<file path="src/rtl/ft_test_pkg.sv">
// ========================================
// FT test controller shared definitions
// Packet commands, test numbers, error
// codes, byte types and sequencer states
// ========================================

package ft_test_pkg;

    // Basic widths
    typedef logic [7:0] byte_t;
    typedef logic [1:0] cmd_t;
    typedef logic [5:0] len_t;

    // ========================================
    // Packet commands, header bits 7..6
    // ========================================
    localparam cmd_t CMD_START   = 2'd0;
    localparam cmd_t CMD_DATA    = 2'd1;
    localparam cmd_t CMD_STOP    = 2'd2;
    // Reply only, never valid on input
    localparam cmd_t CMD_STOPPED = 2'd3;

    // Test numbers carried by the START payload
    localparam byte_t TEST_RECEIVE  = 8'd0;
    localparam byte_t TEST_LOOPBACK = 8'd1;

    // ========================================
    // Error codes in STOPPED payload byte 0
    // ========================================
    localparam byte_t ERR_NONE          = 8'd0;
    localparam byte_t ERR_INVALID_CMD   = 8'd1;
    localparam byte_t ERR_START_PAYLOAD = 8'd2;
    localparam byte_t ERR_STOP_PAYLOAD  = 8'd3;
    localparam byte_t ERR_TEST_NUM      = 8'd4;
    localparam byte_t ERR_TEST_DATA     = 8'd5;

    // Response buffer depth, header plus 3 payload bytes
    localparam int RESP_BYTES = 4;

    // Sequencer states
    typedef enum logic [1:0] {
        SEQ_RUN,
        SEQ_RESPOND_RUN,
        SEQ_RESPOND_HALT,
        SEQ_HALTED
    } seq_state_t;

endpackage
</file>
<file path="src/rtl/ft_test_ctrl.sv">
// ========================================
// FT bridge test controller, top level
// Parser, test sequencer and response
// writer between the two FIFOs
// ========================================
`timescale 1ns/1ps

module ft_test_ctrl (
    input  logic               clk,
    input  logic               reset_i,
    // Input FIFO, first word fall-through
    input  logic               rd_empty_i,
    input  ft_test_pkg::byte_t rd_data_i,
    output logic               rd_en_o,
    // Output FIFO
    input  logic               wr_full_i,
    input  logic               wr_afull_i,
    output logic               wr_en_o,
    output ft_test_pkg::byte_t wr_data_o,
    // Test failure flag
    output logic               err_o
);
    import ft_test_pkg::*;

    // Parser events
    logic  accept;
    logic  hdr_valid;
    cmd_t  hdr_cmd;
    len_t  hdr_len;
    logic  pay_valid;
    byte_t pay_byte;
    cmd_t  pay_cmd;

    // Response handoff
    logic  resp_load;
    logic  resp_busy;
    len_t  resp_len;
    byte_t resp_data0;
    byte_t resp_data1;
    byte_t resp_data2;
    byte_t resp_data3;

    rx_packet_parser u_parser (
        .clk         (clk),
        .reset_i     (reset_i),
        .rd_empty_i  (rd_empty_i),
        .rd_data_i   (rd_data_i),
        .accept_i    (accept),
        .rd_en_o     (rd_en_o),
        .hdr_valid_o (hdr_valid),
        .hdr_cmd_o   (hdr_cmd),
        .hdr_len_o   (hdr_len),
        .pay_valid_o (pay_valid),
        .pay_byte_o  (pay_byte),
        .pay_cmd_o   (pay_cmd)
    );

    test_sequencer u_sequencer (
        .clk          (clk),
        .reset_i      (reset_i),
        .hdr_valid_i  (hdr_valid),
        .hdr_cmd_i    (hdr_cmd),
        .hdr_len_i    (hdr_len),
        .pay_valid_i  (pay_valid),
        .pay_byte_i   (pay_byte),
        .pay_cmd_i    (pay_cmd),
        .resp_busy_i  (resp_busy),
        .accept_o     (accept),
        .resp_load_o  (resp_load),
        .resp_len_o   (resp_len),
        .resp_data0_o (resp_data0),
        .resp_data1_o (resp_data1),
        .resp_data2_o (resp_data2),
        .resp_data3_o (resp_data3),
        .err_o        (err_o)
    );

    response_writer u_writer (
        .clk          (clk),
        .reset_i      (reset_i),
        .resp_load_i  (resp_load),
        .resp_len_i   (resp_len),
        .resp_data0_i (resp_data0),
        .resp_data1_i (resp_data1),
        .resp_data2_i (resp_data2),
        .resp_data3_i (resp_data3),
        .wr_full_i    (wr_full_i),
        .wr_afull_i   (wr_afull_i),
        .resp_busy_o  (resp_busy),
        .wr_en_o      (wr_en_o),
        .wr_data_o    (wr_data_o)
    );

endmodule

</file>
<file path="src/rtl/response_writer.sv">
// ========================================
// Response writer
// Holds one response packet and drains it
// into the output FIFO, stalling while the
// FIFO is full or almost full
// ========================================
`timescale 1ns/1ps

module response_writer (
    input  logic               clk,
    input  logic               reset_i,
    input  logic               resp_load_i,
    input  ft_test_pkg::len_t  resp_len_i,
    input  ft_test_pkg::byte_t resp_data0_i,
    input  ft_test_pkg::byte_t resp_data1_i,
    input  ft_test_pkg::byte_t resp_data2_i,
    input  ft_test_pkg::byte_t resp_data3_i,
    input  logic               wr_full_i,
    input  logic               wr_afull_i,
    output logic               resp_busy_o,
    output logic               wr_en_o,
    output ft_test_pkg::byte_t wr_data_o
);
    import ft_test_pkg::*;

    byte_t                          buf_q [RESP_BYTES];
    logic [$clog2(RESP_BYTES)-1:0]  idx_q;
    // Index of the last byte, equal to the payload length
    len_t                           last_q;
    // Last byte issued, waiting for its write edge
    logic                           last_sent_q;
    logic                           room;

    assign room = ~wr_full_i & ~wr_afull_i;

    // Packet buffer
    always_ff @(posedge clk) begin
        if (resp_load_i) begin
            buf_q[0] <= resp_data0_i;
            buf_q[1] <= resp_data1_i;
            buf_q[2] <= resp_data2_i;
            buf_q[3] <= resp_data3_i;
            last_q   <= resp_len_i;
        end
    end

    // ========================================
    // Drain control
    // ========================================
    always_ff @(posedge clk, posedge reset_i) begin
        if (reset_i) begin
            resp_busy_o <= 1'b0;
            wr_en_o     <= 1'b0;
            idx_q       <= '0;
            last_sent_q <= 1'b0;
        end else if (resp_load_i) begin
            resp_busy_o <= 1'b1;
            wr_en_o     <= 1'b0;
            idx_q       <= '0;
            last_sent_q <= 1'b0;
        end else if (resp_busy_o) begin
            if (last_sent_q) begin
                // Last byte goes into the FIFO on this edge
                resp_busy_o <= 1'b0;
                wr_en_o     <= 1'b0;
                last_sent_q <= 1'b0;
            end else if (room) begin
                wr_en_o <= 1'b1;
                if (len_t'(idx_q) == last_q) begin
                    last_sent_q <= 1'b1;
                end else begin
                    idx_q <= idx_q + 1'b1;
                end
            end else begin
                // Hold place under back-pressure
                wr_en_o <= 1'b0;
            end
        end else begin
            wr_en_o <= 1'b0;
        end
    end

    // Output byte, qualified by wr_en_o
    always_ff @(posedge clk) begin
        if (resp_busy_o && !last_sent_q && room) begin
            wr_data_o <= buf_q[idx_q];
        end
    end

endmodule

</file>
<file path="src/rtl/test_sequencer.sv">
// ========================================
// Test sequencer
// Tracks the running test, checks headers
// and payload data, orders echo and status
// responses and halts on a failure
// ========================================
`timescale 1ns/1ps

module test_sequencer (
    input  logic               clk,
    input  logic               reset_i,
    input  logic               hdr_valid_i,
    input  ft_test_pkg::cmd_t  hdr_cmd_i,
    input  ft_test_pkg::len_t  hdr_len_i,
    input  logic               pay_valid_i,
    input  ft_test_pkg::byte_t pay_byte_i,
    input  ft_test_pkg::cmd_t  pay_cmd_i,
    input  logic               resp_busy_i,
    output logic               accept_o,
    output logic               resp_load_o,
    output ft_test_pkg::len_t  resp_len_o,
    output ft_test_pkg::byte_t resp_data0_o,
    output ft_test_pkg::byte_t resp_data1_o,
    output ft_test_pkg::byte_t resp_data2_o,
    output ft_test_pkg::byte_t resp_data3_o,
    output logic               err_o
);
    import ft_test_pkg::*;

    seq_state_t state_q;
    byte_t      test_num_q;
    byte_t      expected_q;

    // Response decided in this cycle
    logic  respond;
    logic  fail;
    cmd_t  n_cmd;
    len_t  n_len;
    byte_t n_d1;
    byte_t n_d2;
    byte_t n_d3;

    // No new byte while an event is in flight or a response pending
    assign accept_o = (state_q == SEQ_RUN) & ~hdr_valid_i & ~pay_valid_i;

    // ========================================
    // Event decode
    // ========================================
    always_comb begin
        respond = 1'b0;
        fail    = 1'b0;
        // STOPPED with one code byte unless changed below
        n_cmd   = CMD_STOPPED;
        n_len   = 6'd1;
        n_d1    = ERR_NONE;
        n_d2    = '0;
        n_d3    = '0;
        if (hdr_valid_i) begin
            case (hdr_cmd_i)
                CMD_START: begin
                    if (hdr_len_i != 6'd1) begin
                        fail = 1'b1;
                        n_d1 = ERR_START_PAYLOAD;
                    end
                end
                CMD_DATA: begin
                    // Any length, bytes checked one by one
                end
                CMD_STOP: begin
                    if (hdr_len_i == 6'd0) begin
                        respond = 1'b1;
                    end else begin
                        fail = 1'b1;
                        n_d1 = ERR_STOP_PAYLOAD;
                    end
                end
                default: begin
                    // STOPPED is a reply, not a request
                    fail = 1'b1;
                    n_d1 = ERR_INVALID_CMD;
                end
            endcase
        end else if (pay_valid_i) begin
            case (pay_cmd_i)
                CMD_START: begin
                    if (pay_byte_i != TEST_RECEIVE && pay_byte_i != TEST_LOOPBACK) begin
                        fail  = 1'b1;
                        n_len = 6'd2;
                        n_d1  = ERR_TEST_NUM;
                        n_d2  = pay_byte_i;
                    end
                end
                CMD_DATA: begin
                    if (pay_byte_i == expected_q) begin
                        // Loopback echoes each good byte
                        if (test_num_q == TEST_LOOPBACK) begin
                            respond = 1'b1;
                            n_cmd   = CMD_DATA;
                            n_d1    = pay_byte_i;
                        end
                    end else begin
                        // Received value, then expected value
                        fail  = 1'b1;
                        n_len = 6'd3;
                        n_d1  = ERR_TEST_DATA;
                        n_d2  = pay_byte_i;
                        n_d3  = expected_q;
                    end
                end
                default: begin
                    // STOP and command 3 fail at the header
                end
            endcase
        end
    end

    // ========================================
    // State, test number and data counter
    // ========================================
    always_ff @(posedge clk, posedge reset_i) begin
        if (reset_i) begin
            state_q     <= SEQ_RUN;
            test_num_q  <= TEST_RECEIVE;
            expected_q  <= '0;
            resp_load_o <= 1'b0;
            err_o       <= 1'b0;
        end else begin
            resp_load_o <= (state_q == SEQ_RUN) & (respond | fail);
            case (state_q)
                SEQ_RUN: begin
                    if (fail) begin
                        state_q <= SEQ_RESPOND_HALT;
                    end else if (respond) begin
                        state_q <= SEQ_RESPOND_RUN;
                    end
                end
                SEQ_RESPOND_RUN: begin
                    // Busy is still low in the load cycle
                    if (!resp_load_o && !resp_busy_i) begin
                        state_q <= SEQ_RUN;
                    end
                end
                SEQ_RESPOND_HALT: begin
                    if (!resp_load_o && !resp_busy_i) begin
                        state_q <= SEQ_HALTED;
                    end
                end
                default: begin
                    // Halted until reset
                end
            endcase
            // Failure wins over the START clear
            if (fail) begin
                err_o <= 1'b1;
            end else if (hdr_valid_i && hdr_cmd_i == CMD_START) begin
                err_o <= 1'b0;
            end
            if (pay_valid_i && pay_cmd_i == CMD_START) begin
                test_num_q <= pay_byte_i;
                expected_q <= '0;
            end else if (pay_valid_i && pay_cmd_i == CMD_DATA && !fail) begin
                expected_q <= expected_q + 8'd1;
            end
        end
    end

    // Response packet
    always_ff @(posedge clk) begin
        if (respond || fail) begin
            resp_len_o   <= n_len;
            resp_data0_o <= {n_cmd, n_len};
            resp_data1_o <= n_d1;
            resp_data2_o <= n_d2;
            resp_data3_o <= n_d3;
        end
    end

endmodule

</file>
<file path="src/rtl/rx_packet_parser.sv">
// ========================================
// Input packet parser
// Reads the input FIFO one byte at a time
// and splits the stream into header and
// payload events for the sequencer
// ========================================
`timescale 1ns/1ps

module rx_packet_parser (
    input  logic               clk,
    input  logic               reset_i,
    input  logic               rd_empty_i,
    input  ft_test_pkg::byte_t rd_data_i,
    input  logic               accept_i,
    output logic               rd_en_o,
    output logic               hdr_valid_o,
    output ft_test_pkg::cmd_t  hdr_cmd_o,
    output ft_test_pkg::len_t  hdr_len_o,
    output logic               pay_valid_o,
    output ft_test_pkg::byte_t pay_byte_o,
    output ft_test_pkg::cmd_t  pay_cmd_o
);
    import ft_test_pkg::*;

    // Byte taken on the previous edge
    logic  taken_q;
    byte_t byte_q;

    // Framing state
    logic  in_payload_q;
    len_t  remain_q;
    cmd_t  cmd_q;

    // Read only when data is there, the sequencer agrees,
    // and the last byte has been handed on
    assign rd_en_o = ~rd_empty_i & accept_i & ~taken_q;

    // ========================================
    // Byte capture
    // ========================================
    always_ff @(posedge clk, posedge reset_i) begin
        if (reset_i) begin
            taken_q <= 1'b0;
        end else begin
            taken_q <= rd_en_o;
        end
    end

    // FWFT head byte, qualified by taken_q
    always_ff @(posedge clk) begin
        if (rd_en_o) begin
            byte_q <= rd_data_i;
        end
    end

    // ========================================
    // Header and payload framing
    // ========================================
    always_ff @(posedge clk, posedge reset_i) begin
        if (reset_i) begin
            in_payload_q <= 1'b0;
            remain_q     <= '0;
            cmd_q        <= CMD_START;
        end else if (taken_q) begin
            if (!in_payload_q) begin
                // Zero length header stays in header mode
                if (byte_q[5:0] != 6'd0) begin
                    in_payload_q <= 1'b1;
                    remain_q     <= byte_q[5:0];
                    cmd_q        <= byte_q[7:6];
                end
            end else begin
                remain_q <= remain_q - 6'd1;
                // Last payload byte of the packet
                if (remain_q == 6'd1) begin
                    in_payload_q <= 1'b0;
                end
            end
        end
    end

    // Events, one cycle after the take edge
    assign hdr_valid_o = taken_q & ~in_payload_q;
    assign hdr_cmd_o   = byte_q[7:6];
    assign hdr_len_o   = byte_q[5:0];
    assign pay_valid_o = taken_q & in_payload_q;
    assign pay_byte_o  = byte_q;
    assign pay_cmd_o   = cmd_q;

endmodule

</file>
<file path="config.mk">
export PLATFORM = sky130hd
export DESIGN_NAME = ft_test_ctrl
export DESIGN_NICKNAME = d
export VERILOG_FILES = /design/src/rtl/ft_test_pkg.sv /design/src/rtl/ft_test_ctrl.sv /design/src/rtl/response_writer.sv /design/src/rtl/test_sequencer.sv /design/src/rtl/rx_packet_parser.sv
export SDC_FILE = /design/constraint.sdc
export NUM_CORES = 1
export LEC_CHECK = 0
export ABC_AREA = 1
export BUFFER_PORTS_ARGS = -buffer_cell sky130_fd_sc_hd__buf_4
export CAP_MARGIN = 5
export CORE_ASPECT_RATIO = 2
export CORE_MARGIN = 2
export CORE_UTILIZATION = 53
export DETAILED_ROUTE_END_ITERATION = 6
export PLACE_DENSITY = 0.82
export SYNTH_ARGS = -nofsm -noshare
export SYNTH_HDL_FRONTEND = slang
export SYNTH_HIERARCHICAL = 1
export SYNTH_SLANG_ARGS = --single-unit
</file>
<file path="constraint.sdc">
create_clock -name clk -period 2.1 [get_ports clk]
set_input_delay 0.21 -clock clk [delete_from_list [all_inputs] [get_ports clk]]
set_output_delay 0.21 -clock clk [all_outputs]
set_load 0.01 [all_outputs]
</file>
After elaboration in Yosys (flattened, before gate mapping)
Memories as Yosys holds them, arrays and structs flattened. A register that Yosys moved wholly into a read port is not among the register bits.
Index checks and enable logic that the tools add are counted.
- magnitude comparators: 0
- bitwise operators: 18
- $add $sub $neg: 3
- multiplexer cells: 64
- multiply operators: 0
- equality and inequality tests: 16
- shifts and indexed selects: 0
- reduce and logical (&&, ||, !) cells: 32
- divide/modulo/power cells: 0
- operator list (cell ; number):
    2-to-1 mux 8 bit ; 8
    2-to-1 mux 1 bit ; 32
    case mux 8 bit (2 select lines) ; 2
    2-to-1 mux 2 bit ; 14
    case mux 8 bit (3 select lines) ; 1
    2-to-1 mux 6 bit ; 2
    case mux 6 bit (2 select lines) ; 1
    nonzero test 2 bit ; 5
    NOT 1 bit ; 9
    adder 8 x 1 -> 8 bit, second input constant ; 1
    bitwise AND 1 bit ; 8
    == test 8 x 1 -> 1 bit, second input constant ; 1
    == test 8 bit ; 1
    logical AND 1 bit ; 8
    inequality test 8 x 1 -> 1 bit, second input constant ; 1
    AND reduction 4 bit ; 2
    nonzero test 8 bit ; 1
    OR reduction 4 bit ; 2
    == test 2 x 1 -> 1 bit, second input constant ; 3
    == test 2 x 6 -> 1 bit ; 1
    == test 6 x 1 -> 1 bit, second input constant ; 1
    zero test 2 bit ; 3
    zero test 6 bit ; 1
    inequality test 6 x 1 -> 1 bit, second input constant ; 1
    18 further kinds ; 24
- RAM bits: 32
- memories kept: 1
- bits of input ports: 13
- bits in latches: 0
- flip-flop bits (word level): 81
- output and inout bits: 11
- word-level logic and storage cells: 154
- bits in read-only memories: 0
- memories (name ; depth ; width ; read ports ; clocked after memory_dff ; wr ports ; RTL line ; source):
    u_writer.buf_q ; 4 ; 8 ; 1 ; 1 ; 4 ; response_writer.sv:26 ; byte_t buf_q [RESP_BYTES];

Logic depth before layout (Yosys ltp)
- word-level depth: 10
- gate-level depth with buffers: 14
- depth with buffers taken out: 13

By module
Netlist, hierarchy kept.
- by module, submodules not included (module ; seq. area each (um^2) ; cells an instance ; instances ; area an instance (um^2)):
    test_sequencer ; 1311.3 ; 278 ; 1 ; 2498.6
    response_writer ; 1506.4 ; 130 ; 1 ; 1980.6
    rx_packet_parser ; 490.5 ; 97 ; 1 ; 924.6

Worst setup path before layout
OpenSTA, ideal clock, no wires.
- path kind: register to register
- start: register u_parser.taken_q
- end: register u_sequencer.resp_data0_o[0] (enable)
- library setup time: 382 ps
- data required time: 1718 ps
- stages on the path, launching flop included: 11
- path buffers: 0
- period minus slack after synthesis: 2206 ps
- arrival: 1824 ps
- setup slack: -106 ps
- cell sequence: dfrtp_1 nand2_2 clkinv_2 inv_2 nor2_2 nand2_1 nor2_2 nand3_2 nand2_1 nor2_2 inv_1
- word-level cells in the longest chain between the ends: 4
- elaborated cells on any way between the ends: 7
- classes of those cells: mux: 4; bitwise: 2; reduce/logical: 1
- RTL lines (item ; RTL line ; source):
    start: declaration ; rx_packet_parser.sv:26 ; logic taken_q;
    start signal: assignment ; rx_packet_parser.sv:45 ; taken_q <= rd_en_o;
    bitwise AND 1 bit (*) ; rx_packet_parser.sv:86 ; assign pay_valid_o = taken_q & in_payload_q;
    via pay_valid ; ft_test_ctrl.sv:30 ; logic pay_valid;
    2-to-1 mux 1 bit ; test_sequencer.sv:83 ; end else if (pay_valid_i) begin
    2-to-1 mux 1 bit ; test_sequencer.sv:58 ; if (hdr_valid_i) begin
    logical OR 1 bit (*) ; test_sequencer.sv:169 ; if (respond || fail) begin
    end signal: assignment ; test_sequencer.sv:171 ; resp_data0_o <= {n_cmd, n_len};
    end: declaration ; test_sequencer.sv:22 ; output ft_test_pkg::byte_t resp_data0_o,
The timed path passes the listed nets; every way through them passes the cells marked *.
A chain may end at the register's enable or synchronous reset.

Worst setup path after layout
- start: register u_parser.taken_q
- end: output port rd_en_o
- elaborated cells on any way between the ends: 9
- classes of those cells: bitwise: 9
- RTL lines (item ; RTL line ; source):
    bitwise AND 1 bit ; rx_packet_parser.sv:86 ;
    via pay_valid ; ft_test_ctrl.sv:30 ;
    NOT 1 bit (no source line) ; n/a ;
    bitwise AND 1 bit ; test_sequencer.sv:44 ; assign accept_o = (state_q == SEQ_RUN) & ~hdr_valid_i & ~pay_valid_i;
    via accept ; ft_test_ctrl.sv:26 ; logic accept;
    bitwise AND 1 bit (2 in series) ; rx_packet_parser.sv:36 ; assign rd_en_o = ~rd_empty_i & accept_i & ~taken_q;
    end: declaration ; ft_test_ctrl.sv:14 ; output logic rd_en_o,
The timed path passes the listed nets, and every way through them passes these cells.

==> flow_summary.toml <==
[run_status]
status = "completed"

[floorplan]
core_area_sq_um = 10000
die_height_microns = 147
overall_die_area_sq_um = 11100
std_cell_rows = 52
ioPinCount = 24
initial_core_util = 0.539
die_w_microns = 75.4

[routing]
detail_route.first_pass.iterations = 5
detail_route.iter0.violations = 250
wl_per_cell_microns = 15.1
total_via_count_in_the_routed_design = 3741
drc = 0
detail_route.vias_per_cell = 5.33
detail-route-antenna-nets = 0
drt_wl_total_mm = 10.6

[cells_and_area]
layout-drive-gt1-share = 0.238
antenna_cells = 0
multi_input_comb_area_sq_um = 1730
nets = 574
fillCellCount = 763
final-seq-area_sq_um = 3310
area_delta_synth_final_pct = 19.2

[setup_path]
worst-endpoint-required_ps = 1890
setup.reg_to_reg.worst_slack_ps = 90
highest_delay_cell_along_the_critical_path = "sky130_fd_sc_hd__dfrtp_2"
worstSetupPathType = "reg -> out"
critical-path-max-stage-delay_ps = 470
critPathLaunchType = "register"
timing.critical_path.fanout_max = 7
path_cells = "nand2_4 > clkinv_2 > buf_4 > nor3_2 > nor3b_2 > buf_4"
critPathMostFrequentCell = "sky130_fd_sc_hd__buf_4"
timing.critical_path.to_type = "output pin"
cp_data_arrival_time_ps = 1840

[timing]
final.hold.worst_slack_ps = 222
max_freq_mhz = 487
layout_worst_path_cycle_share = 0.978
crit_path_time_final_ps = 2050
worst_pin_slew_ps = 824
slew_headroom = 0.450
setup_viol = 0
fin_worst_skew_ps = 6.93
hold_violations = 0
maxSlewViolCount = 0

[synth]
synth_xor_xnor_area_share = 0.0206
synth_seq_cells = 116
synth_edf_count = 81
synth.lib_cells_used.distinct = 43
asyncSetResetFlopFracSynth = 0.302
dominant_combinational_cell_family_by_area_after_synthesis = "simple AND/OR/NAND/NOR gates"
yosysSeqAreaShare = 0.612
yosys.area.top_type = "sky130_fd_sc_hd__edfxtp_1"
synth-compound-area-share = 0.0621
synth_cells = 505
synth_top_area_frac = 0.450
yosys_warnings = 6
ys.flop_type = "sky130_fd_sc_hd__edfxtp_1"
synth-simple-area-share = 0.208
arithmetic_cell_share_of_the_synthesized_area_counting_full_adders_half_adders_and_majority_gates = 0.0162
synth.area.mux_share = 0
synth_area_per_cell_sq_um = 10.7
syn-cell-area_sq_um = 5400
ys_top_cells_by_area = "sky130_fd_sc_hd__edfxtp_1 (45%), sky130_fd_sc_hd__dfrtp_1 (16%), sky130_fd_sc_hd__nand2_1 (6.2%), sky130_fd_sc_hd__nand3_1 (4.0%), sky130_fd_sc_hd__nor2_1 (3.8%)"

[grt]
grt_util_all_layers = 0.211
global_route_wire_length_before_repair_mm = 17.0
grt_antenna_before_repair = 0
first_global_vias = 3743
grt_max_degree = 35
grt_overflow_total = 0

[cts]
clockBufferDepth = 2
ctsRootBufferMaster = "sky130_fd_sc_hd__clkbuf_16"
clk_latency_ps = 410
cts.reportedPaths.clkPinSlew_ps = 50
cts_buffers = 17
tritoncts = "built"
cts.sink_count = 116
cts-htree-levels = 4

[pwr]
clk_network_pwr_share = 0.288
cell_internal_pwr_w = 0.00625
worst_ir_drop_vdd_mv = 1.04
seq_power_share = 0.403
power.switching_w = 0.00340
power.share.switching = 0.352
cellPowerDensity_nw_per_um2 = 1500
totalPowerFinal_w = 0.00964
p_leak_nw = 2.74
combinationalPowerShare = 0.309

[placement]
port_buffers = 23
hpwlAfterDp_mm = 7.60
gp_congestion = 1.00

[worst_hold_path]
min_path_type = "in -> reg"

[job]
timing.max_cap.violations = 0
==> worst paths after layout <==
kind	startpoint	end	cells past startpoint
max in group asynchronous	reset_i	u_sequencer/test_num_q[2]	3
setup / recovery	u_parser/taken_q	rd_en_o	6
setup reg to reg	u_parser/pay_byte_o[7]	u_sequencer/resp_data3_o[3]	8
hold / removal	rd_empty_i	u_parser/taken_q	4
min in group asynchronous	reset_i	u_writer/wr_en_o	3
hold reg to reg	u_sequencer/resp_data1_o[6]	u_writer/buf_q[1][6]	0
==> sequential cells by signal, summed over array words and instances, names as in the netlist, 3 cells and up <==
signal                    count
u_writer/buf_q               32
u_parser/pay_byte_o           8
u_sequencer/expected_q        8
u_sequencer/resp_data1_o      8
u_sequencer/resp_data2_o      8
u_sequencer/resp_data3_o      8
u_sequencer/test_num_q        8
u_writer/wr_data_o            8
u_parser/remain_q             6
u_writer/last_q               6
u_sequencer/resp_data0_o      3
==> kinds of logic after synthesis <==
family | after synthesis
other cells | 2
flops | 116
xor+xnor | 11
fa+ha+maj | 7
compound gates | 49
simple gates | 233
buf+inv | 87
==> metrics by stage <==
step                worst slack [ps]  TNS, ps  cell area (sq um)  instances  utilization
global placement                 177        0               5730        658        0.572
floorplan                      -5.09     -137               5470        512            -
CTS                             7.67        0               6420        700        0.640
global route                   -47.4    -1160               6440        702        0.643
finish                          46.2        0               6440        702        0.643
detailed placement               127        0               5730        658        0.572
==> timing repair <==
action | CTS | global route
hold endpoints to repair | 23 | 0
hold buffers | 9 | 0
endpoints found under the setup margin | 1 | 28
resized for setup | 1 | 3
setup buffers | 1 | 2
==> synthesized netlist by cell type, types with 7 or more instances <==
cell type and count:
sky130_fd_sc_hd__nor2_1 55, sky130_fd_sc_hd__ha_1 7, sky130_fd_sc_hd__nor3_1 9, sky130_fd_sc_hd__buf_4 20, sky130_fd_sc_hd__o22ai_2 8, sky130_fd_sc_hd__dfrtp_1 35
sky130_fd_sc_hd__nand2_1 89, sky130_fd_sc_hd__nand3_1 43, sky130_fd_sc_hd__o21ai_0 25, sky130_fd_sc_hd__edfxtp_1 81, sky130_fd_sc_hd__inv_1 51
==> placed cells by master, fill, tap and decap left out, drive strengths merged, types with 2 or more instances in the layout <==
| cell | n |
|---|---|
| or2 | 3 |
| clkinv | 9 |
| o21ai | 31 |
| xor2 | 6 |
| dlygate4sd3 | 9 |
| ha | 7 |
| bufinv | 2 |
| conb | 9 |
| inv | 58 |
| a21oi | 4 |
| nand4 | 6 |
| dfrtp | 35 |
| edfxtp | 81 |
| nand2 | 99 |
| clkbuf | 17 |
| clkinvlp | 4 |
| buf | 43 |
| nand3 | 49 |
| o22ai | 8 |
| nor3 | 10 |
| nor2 | 64 |
| xnor2 | 5 |
==> per-layer routing <==
layer / track usage / wire length, microns / vias up / part of all wire
li1: - / - / 1761 / -
met1: 0.185 / 3260 / 1757 / 0.31
met4: 0.151 / 693 / 0 / 0.066
met2: 0.380 / 6130 / 163 / 0.58
met5: 0 / 0 / - / 0
met3: 0.0583 / 488 / 60 / 0.046
==> worst max-delay path, delay by kind of cell, from the launching register on <==
family / cells / cell delay, ps
simple gates: 3 / 590
flops: 1 / 470
buf+inv: 3 / 390
==> power by group through the flow <==
stage | registers, W | logic (W) | clock network [W]
after floorplan | 0.00383 | 0.00212 | 0
after global placement | 0.00387 | 0.00273 | 0
after detailed placement | 0.00391 | 0.00284 | 0
after CTS | 0.00388 | 0.00289 | 0.00282
after global routing | 0.00396 | 0.00328 | 0.00294
final | 0.00389 | 0.00298 | 0.00278
==> final cells by class <==
cell class | instances | area share
clock buffers | 17 | 0.0660
clock inverters | 15 | 0.0247
inverters | 58 | 0.0350
multi-input cells | 309 | 0.268
flip-flops and latches | 116 | 0.514
well taps | 135 | 0.0262
repair buffers | 52 | 0.0660
Power figures use the tool's default switching activity.
